<file path="src/fifo_pkg.sv">
package fifo_pkg;

    // ******************************
    // Storage geometry
    // ******************************
    localparam int data_width    = 8;
    localparam int fifo_depth    = 16;
    localparam int addr_width    = 4;
    localparam int cnt_width     = 5;   // Holds 0 to fifo_depth inclusive
    localparam int err_cnt_width = 8;

    // ******************************
    // Register map
    // ******************************
    localparam int reg_addr_width = 2;
    localparam int reg_data_width = 16;

    localparam logic [reg_addr_width-1:0] reg_afull  = 2'd0;
    localparam logic [reg_addr_width-1:0] reg_aempty = 2'd1;
    localparam logic [reg_addr_width-1:0] reg_status = 2'd2;
    localparam logic [reg_addr_width-1:0] reg_errors = 2'd3;

    localparam logic [cnt_width-1:0] afull_reset  = 5'd15;
    localparam logic [cnt_width-1:0] aempty_reset = 5'd1;

endpackage

</file>
<file path="src/fifo_cfg_if.sv">
interface fifo_cfg_if;
    import fifo_pkg::*;

    logic [cnt_width-1:0] afull_level;
    logic [cnt_width-1:0] aempty_level;
    logic [cnt_width-1:0] count;
    logic                 empty;
    logic                 almost_empty;
    logic                 almost_full;
    logic                 full;
    logic                 overflow;      // Rejected write in this cycle
    logic                 underflow;     // Rejected read in this cycle

    modport fifo_side (
        input  afull_level, aempty_level,
        output count, empty, almost_empty, almost_full, full,
        output overflow, underflow
    );

    modport reg_side (
        output afull_level, aempty_level,
        input  count, empty, almost_empty, almost_full, full,
        input  overflow, underflow
    );

endinterface

</file>
<file path="src/sync_fifo.sv">
module sync_fifo (
    input  logic                            clk,
    input  logic                            rst_n,
    input  logic                            wr_en,
    input  logic [fifo_pkg::data_width-1:0] wr_data,
    input  logic                            rd_en,
    output logic [fifo_pkg::data_width-1:0] rd_data,
    fifo_cfg_if.fifo_side                   cfg
);
    import fifo_pkg::*;

    logic [data_width-1:0] mem [fifo_depth];
    logic [addr_width-1:0] wr_ptr;
    logic [addr_width-1:0] rd_ptr;
    logic [cnt_width-1:0]  count;
    logic                  full;
    logic                  empty;
    logic                  wr_ok;
    logic                  rd_ok;

    // Step a pointer forward and fold it back to zero past the last entry
    function automatic logic [addr_width-1:0] next_ptr(input logic [addr_width-1:0] ptr);
        logic [addr_width-1:0] nxt;
        if (ptr == addr_width'(fifo_depth - 1)) begin
            nxt = '0;
        end else begin
            nxt = ptr + 1'b1;
        end
        return nxt;
    endfunction

    // ******************************
    // Acceptance
    // ******************************
    assign full  = (count == cnt_width'(fifo_depth));
    assign empty = (count == '0);

    // Both strobes are judged on the flags before the edge
    assign wr_ok = wr_en && !full;
    assign rd_ok = rd_en && !empty;

    // ******************************
    // Storage and pointers
    // ******************************
    always_ff @(posedge clk) begin
        if (wr_ok) begin
            mem[wr_ptr] <= wr_data;
        end
    end

    always_ff @(posedge clk or negedge rst_n) begin
        if (!rst_n) begin
            wr_ptr <= '0;
        end else if (wr_ok) begin
            wr_ptr <= next_ptr(wr_ptr);
        end
    end

    always_ff @(posedge clk or negedge rst_n) begin
        if (!rst_n) begin
            rd_ptr <= '0;
        end else if (rd_ok) begin
            rd_ptr <= next_ptr(rd_ptr);
        end
    end

    always_ff @(posedge clk or negedge rst_n) begin
        if (!rst_n) begin
            count <= '0;
        end else begin
            case ({wr_ok, rd_ok})
                2'b10:   count <= count + 1'b1;
                2'b01:   count <= count - 1'b1;
                default: count <= count;     // Idle, or a write and a read together
            endcase
        end
    end

    // Oldest entry is captured on an accepted read and held until the next one
    always_ff @(posedge clk or negedge rst_n) begin
        if (!rst_n) begin
            rd_data <= '0;
        end else if (rd_ok) begin
            rd_data <= mem[rd_ptr];
        end
    end

    // ******************************
    // Status towards the registers
    // ******************************
    assign cfg.count        = count;
    assign cfg.full         = full;
    assign cfg.empty        = empty;
    assign cfg.almost_full  = (count >= cfg.afull_level);
    assign cfg.almost_empty = (count <= cfg.aempty_level);

    assign cfg.overflow  = wr_en && full;     // Dropped write
    assign cfg.underflow = rd_en && empty;    // Dropped read

endmodule

</file>
<file path="src/fifo_regs.sv">
module fifo_regs (
    input  logic                                clk,
    input  logic                                rst_n,
    input  logic                                reg_wr,
    input  logic [fifo_pkg::reg_addr_width-1:0] reg_addr,
    input  logic [fifo_pkg::reg_data_width-1:0] reg_wdata,
    output logic [fifo_pkg::reg_data_width-1:0] reg_rdata,
    fifo_cfg_if.reg_side                        cfg
);
    import fifo_pkg::*;

    logic [cnt_width-1:0]      afull_level;
    logic [cnt_width-1:0]      aempty_level;
    logic [err_cnt_width-1:0]  ovf_cnt;
    logic [err_cnt_width-1:0]  unf_cnt;
    logic [reg_data_width-1:0] status_word;
    logic                      err_clr;

    // Counter step that sticks at all ones
    function automatic logic [err_cnt_width-1:0] sat_inc(
        input logic [err_cnt_width-1:0] cnt,
        input logic                     hit
    );
        logic [err_cnt_width-1:0] nxt;
        if (hit && (cnt != '1)) begin
            nxt = cnt + 1'b1;
        end else begin
            nxt = cnt;
        end
        return nxt;
    endfunction

    // ******************************
    // Thresholds
    // ******************************
    always_ff @(posedge clk or negedge rst_n) begin
        if (!rst_n) begin
            afull_level  <= afull_reset;
            aempty_level <= aempty_reset;
        end else if (reg_wr) begin
            if (reg_addr == reg_afull) begin
                afull_level <= reg_wdata[cnt_width-1:0];    // Upper bits are ignored
            end
            if (reg_addr == reg_aempty) begin
                aempty_level <= reg_wdata[cnt_width-1:0];
            end
        end
    end

    assign cfg.afull_level  = afull_level;
    assign cfg.aempty_level = aempty_level;

    // ******************************
    // Error counters
    // ******************************
    assign err_clr = reg_wr && (reg_addr == reg_errors);

    // A clear wins over a pulse arriving in the same cycle
    always_ff @(posedge clk or negedge rst_n) begin
        if (!rst_n) begin
            ovf_cnt <= '0;
            unf_cnt <= '0;
        end else if (err_clr) begin
            ovf_cnt <= '0;
            unf_cnt <= '0;
        end else begin
            ovf_cnt <= sat_inc(ovf_cnt, cfg.overflow);
            unf_cnt <= sat_inc(unf_cnt, cfg.underflow);
        end
    end

    // ******************************
    // Read back
    // ******************************
    always_comb begin
        status_word                  = '0;
        status_word[cnt_width-1:0]   = cfg.count;
        status_word[8]               = cfg.empty;
        status_word[9]               = cfg.almost_empty;
        status_word[10]              = cfg.almost_full;
        status_word[11]              = cfg.full;
    end

    always_comb begin
        case (reg_addr)
            reg_afull:  reg_rdata = reg_data_width'(afull_level);
            reg_aempty: reg_rdata = reg_data_width'(aempty_level);
            reg_status: reg_rdata = status_word;
            reg_errors: reg_rdata = {unf_cnt, ovf_cnt};    // Underflows in the high byte
            default:    reg_rdata = '0;
        endcase
    end

endmodule

</file>
<file path="src/fifo_buffer_top.sv">
module fifo_buffer_top (
    input  logic                                clk,
    input  logic                                rst_n,
    input  logic                                wr_en,
    input  logic [fifo_pkg::data_width-1:0]     wr_data,
    input  logic                                rd_en,
    output logic [fifo_pkg::data_width-1:0]     rd_data,
    output logic                                full,
    output logic                                empty,
    output logic                                almost_full,
    output logic                                almost_empty,
    output logic                                overflow,
    output logic                                underflow,
    input  logic                                reg_wr,
    input  logic [fifo_pkg::reg_addr_width-1:0] reg_addr,
    input  logic [fifo_pkg::reg_data_width-1:0] reg_wdata,
    output logic [fifo_pkg::reg_data_width-1:0] reg_rdata
);

    fifo_cfg_if cfg ();

    // ******************************
    // Data path
    // ******************************
    sync_fifo u_fifo (
        .clk     (clk),
        .rst_n   (rst_n),
        .wr_en   (wr_en),
        .wr_data (wr_data),
        .rd_en   (rd_en),
        .rd_data (rd_data),
        .cfg     (cfg.fifo_side)
    );

    // ******************************
    // Control registers
    // ******************************
    fifo_regs u_regs (
        .clk       (clk),
        .rst_n     (rst_n),
        .reg_wr    (reg_wr),
        .reg_addr  (reg_addr),
        .reg_wdata (reg_wdata),
        .reg_rdata (reg_rdata),
        .cfg       (cfg.reg_side)
    );

    // Status leaves the chip without any extra register stage
    assign full         = cfg.full;
    assign empty        = cfg.empty;
    assign almost_full  = cfg.almost_full;
    assign almost_empty = cfg.almost_empty;
    assign overflow     = cfg.overflow;
    assign underflow    = cfg.underflow;

endmodule

</file>
<file path="config.mk">
export PLATFORM = sky130hd
export DESIGN_NAME = fifo_buffer_top
export DESIGN_NICKNAME = d
export VERILOG_FILES = /design/src/fifo_pkg.sv /design/src/fifo_cfg_if.sv /design/src/sync_fifo.sv /design/src/fifo_regs.sv /design/src/fifo_buffer_top.sv
export SDC_FILE = /design/constraint.sdc
export NUM_CORES = 1
export LEC_CHECK = 0
export ABC_AREA = 1
export BUFFER_PORTS_ARGS = -buffer_cell sky130_fd_sc_hd__buf_2
export CORE_ASPECT_RATIO = 1.25
export CORE_UTILIZATION = 60
export DETAILED_ROUTE_END_ITERATION = 10
export PLACE_DENSITY = 0.84
export SLEW_MARGIN = 25
export SYNTH_ARGS = -nofsm -noshare
export SYNTH_HDL_FRONTEND = slang
export SYNTH_SLANG_ARGS = --single-unit
</file>
<file path="constraint.sdc">
create_clock -name clk -period 2.86 [get_ports clk]
set_input_delay 0.858 -clock clk [delete_from_list [all_inputs] [get_ports clk]]
set_output_delay 0.858 -clock clk [all_outputs]
set_load 0.03 [all_outputs]
</file>
==> flow_metrics.py <==
metrics = {
    "clock_tree": {
        "clk_latency_ns": 0.43,
        "cts_tree": "built",
        "htreeDepth": 4,
        "cts.sinks": 175,
        "cts_buffers": 17,
        "cts.path.max_buffers": 2,
        "cts_root_buf": "clkbuf_16",
        "cts_hold_repair.buffers": 0,
        "clkTransAtPathRegs_ns": 0.07,
    },
    "drt": {
        "ant_nets": 0,
        "drc": 0,
        "wirelength_um": 19090,
        "drt_first_pass_iters": 5,
        "avgViaCountPerCell": 5.372,
        "drt_iter0_markers": 538,
        "wl_per_cell_um": 16.05,
        "vias": 6393,
    },
    "synthesis": {
        "synth_cell_types": 34,
        "ys.flop_type": "edfxtp_1",
        "synth_area_leader_cell": "edfxtp_1",
        "synth_compound_area_share_pct": 3.210,
        "synth_seq_cells": 175,
        "synthMuxAreaShare_pct": 0,
        "synth_area_mm2": 0.008458,
        "synth_fp_nets": 975,
        "synth_xor_area_share_pct": 1.553,
        "synthAdderAreaFrac_pct": 2.959,
        "yosysTopAreaCellShare_pct": 45.44,
        "synth.top_cells.by_area": "edfxtp_1 (45%), nand2_1 (13%), dfrtp_1 (12%), nand3_1 (7.3%), inv_1 (6.7%)",
        "synth-edff-count": 128,
        "syn-instance-count": 924,
        "seq_area_frac_synth_pct": 59.42,
        "synthArstFlopShare_pct": 26.86,
        "yosysMostFrequentCell": "nand2_1",
        "ys_warn_count": 0,
        "synth_simple_gate_area_share_pct": 24.14,
        "synth_top_family_by_area": "simple AND/OR/NAND/NOR gates",
        "synth.avg_cell_area_um2": 9.154,
        "synth_commonest_cells": "nand2_1 (293), inv_1 (150), edfxtp_1 (128), nand3_1 (124), nor2_1 (43)",
    },
    "worst_setup_path": {
        "critPathLaunchType": "flip-flop",
        "path_common_cell": "nor2_1",
        "reg2reg_from": "u_fifo.cfg.count[2]",
        "max_stage_delay_ns": 0.46,
        "crit_slowest_cell": "dfrtp_2",
        "r2r_cells": 16,
        "r2r-end": "u_fifo.cfg.count[4]",
        "end_kind": "output port",
        "path_max_fanout": 3,
        "critical_path_class": "flip-flop to output port",
        "crit_chain": "buf_6 > ha_4 > a21oi_2 > nor2_1 > nor2_1 > nand3_1 > nand2_1 > o21ai_1 > buf_4",
        "crit_required_ns": 2.00,
        "cp_data_arrival_time_ns": 1.96,
        "regToRegSetupSlack_ns": 0.34,
    },
    "sta": {
        "setup_violations": 0,
        "min_period_over_period_pct": 98.38,
        "slew_headroom_pct": 52.75,
        "finalHoldViolations": 0,
        "skew_ns": 0.007462,
        "worst_pin_slew_ns": 0.7087,
        "rsz0062_at_grt": "yes",
        "report.final.slew_viol_count": 0,
        "max_freq_mhz": 355.4,
        "fin_ws_ns": 0.04646,
        "period_needed_ns": 2.814,
    },
    "min_path": {
        "min-delay-start": "u_fifo.rd_data[2]",
        "holdPathEnd": "u_fifo.rd_data[2]",
        "hold_depth": 2,
        "hold_path_class": "flip-flop to flip-flop",
    },
    "global_route": {
        "grt_pass1_vias": 6334,
        "antenna_found_initial": 0,
        "grt_first_pass_wirelength_um": 30100,
        "grt_overflow": 0,
        "track_usage_pct": 27.74,
        "grt_max_degree": 68,
    },
    "placement": {
        "io_buffers": 49,
        "dpl_worst_slack_ns": 0.2336,
        "globalplace.congestion": 0.8492,
        "hpwl_um": 12510,
        "placed_cell_area_mm2": 0.008964,
    },
    "die": {
        "start_util_pct": 61.23,
        "die_w_um": 108.2,
        "io_pins": 61,
        "dieArea_mm2": 0.01458,
        "core_area_mm2": 0.01381,
        "row_count": 48,
        "die_h_um": 134.7,
    },
    "cells_and_area": {
        "drive_gt1_share_pct": 15.96,
        "area_growth_pct": 14.87,
        "num-nets-final": 1053,
        "final_area_mm2": 0.009716,
        "num_antenna_cells": 0,
    },
    "power_and_ir_drop": {
        "power_density_mw_per_mm2": 943.3,
        "ir_worst_vdd_mv": 0.6127,
        "power.leakage_nw": 4.541,
    },
    "outcome": {
        "outcome": "finished clean",
    },
    "job": {
        "cap_violations": 0,
    },
}
-- logic make-up after synthesis --
family,Yosys count
XOR/XNOR,15
AO/OA/AOI/OAI,46
buffers and inverters,187
AND/OR/NAND/NOR,481
flip-flops,175
adder cells (fa/ha/maj),20
-- how the worst max path moves through the flow --
| stage | to | slack, ns | from | depth (start not counted) |
|---|---|---|---|---|
| global route | reg_rdata[10] | -0.07 | u_fifo.cfg.count[2] | 9 |
| floorplan | reg_rdata[11] | 0.06 | reg_addr[1] | 4 |
| global placement | reg_rdata[2] | 0.27 | reg_addr[0] | 6 |
| finish | reg_rdata[10] | 0.05 | u_fifo.cfg.count[2] | 9 |
| detailed placement | reg_rdata[2] | 0.23 | reg_addr[0] | 6 |
| CTS | reg_rdata[10] | 0.01 | u_regs.cfg.afull_level[1] | 9 |
-- placed cells by master (no fill, tap or decap), drive strengths merged, types with 3 or more instances in the layout --
| cell | synthesis | final |
|---|---|---|
| a21oi | 4 | 4 |
| buf | 22 | 89 |
| clkbuf | 8 | 19 |
| clkinv | 1 | 9 |
| clkinvlp | 0 | 3 |
| dfrtp | 42 | 42 |
| dfstp | 5 | 5 |
| edfxtp | 128 | 128 |
| ha | 20 | 20 |
| inv | 156 | 157 |
| nand2 | 299 | 299 |
| nand3 | 125 | 125 |
| nand4 | 3 | 3 |
| nor2 | 48 | 48 |
| nor3 | 4 | 4 |
| o2111ai | 5 | 5 |
| o21ai | 33 | 33 |
| xor2 | 14 | 14 |
-- what timing repair did --
action / in CTS / in global routing
gates resized for setup: 11 / 14
buffers inserted: 7 / 8
setup endpoints to repair: 2 / 4
pin swaps: 5 / 9
-- through the flow --
step	hold slack (ns)	TNS [ns]	utilization, %	instances	power (mW)
floorplan	0.4746	0	-	924	5.777
global placement	0.4583	0	64.89	1143	6.598
finish	0.4768	0	70.34	1190	9.165
global route	0.5035	-0.1945	70.34	1190	9.715
CTS	0.4790	0	69.46	1182	8.983
detailed placement	0.4630	0	64.89	1143	6.722
-- worst max-delay path, delay by kind of cell, from the launching register on --
kind            cells  cell delay (ns)
flops               1             0.46
simple gates        4             0.34
buf+inv             2             0.31
fa+ha+maj           1             0.23
compound gates      2             0.20
-- cell type report --
cell class,count,area (um^2)
clock buffer,19,432.9
clock inverter,13,117.6
sequential,175,5034
timing repair buffer,89,560.5
tap,175,219.0
fill,1038,4098
multi-input combinational,562,2763
inverter,157,589.3
-- flip-flops by register name, indices dropped and copies added (netlist names) --
register	cells
u_fifo.wr_ptr	4
u_regs.cfg.afull_level	5
u_regs.ovf_cnt	8
u_fifo.cfg.count	5
u_fifo.rd_ptr	4
u_fifo.mem	128
u_regs.cfg.aempty_level	5
u_fifo.rd_data	8
u_regs.unf_cnt	8
-- routing by layer --
metal	share of wire [%]	routed length, um	track usage (%)	vias to the layer above
li1	-	-	-	3111
met3	5.1	970	4.295	58
met5	0	0	0	-
met4	5.0	948	17.28	0
met2	52	9927	48.48	246
met1	38	7247	31.50	2978
-- where the power goes --
part / total, mW / leakage (nW) / internal [mW] / switching (mW)
Clock: 2.16 / 0.262 / 1.20 / 0.959
Sequential: 3.46 / 1.74 / 3.15 / 0.308
Combinational: 3.55 / 2.54 / 1.18 / 2.37
Note: power is estimated with default switching activity, not from simulation.
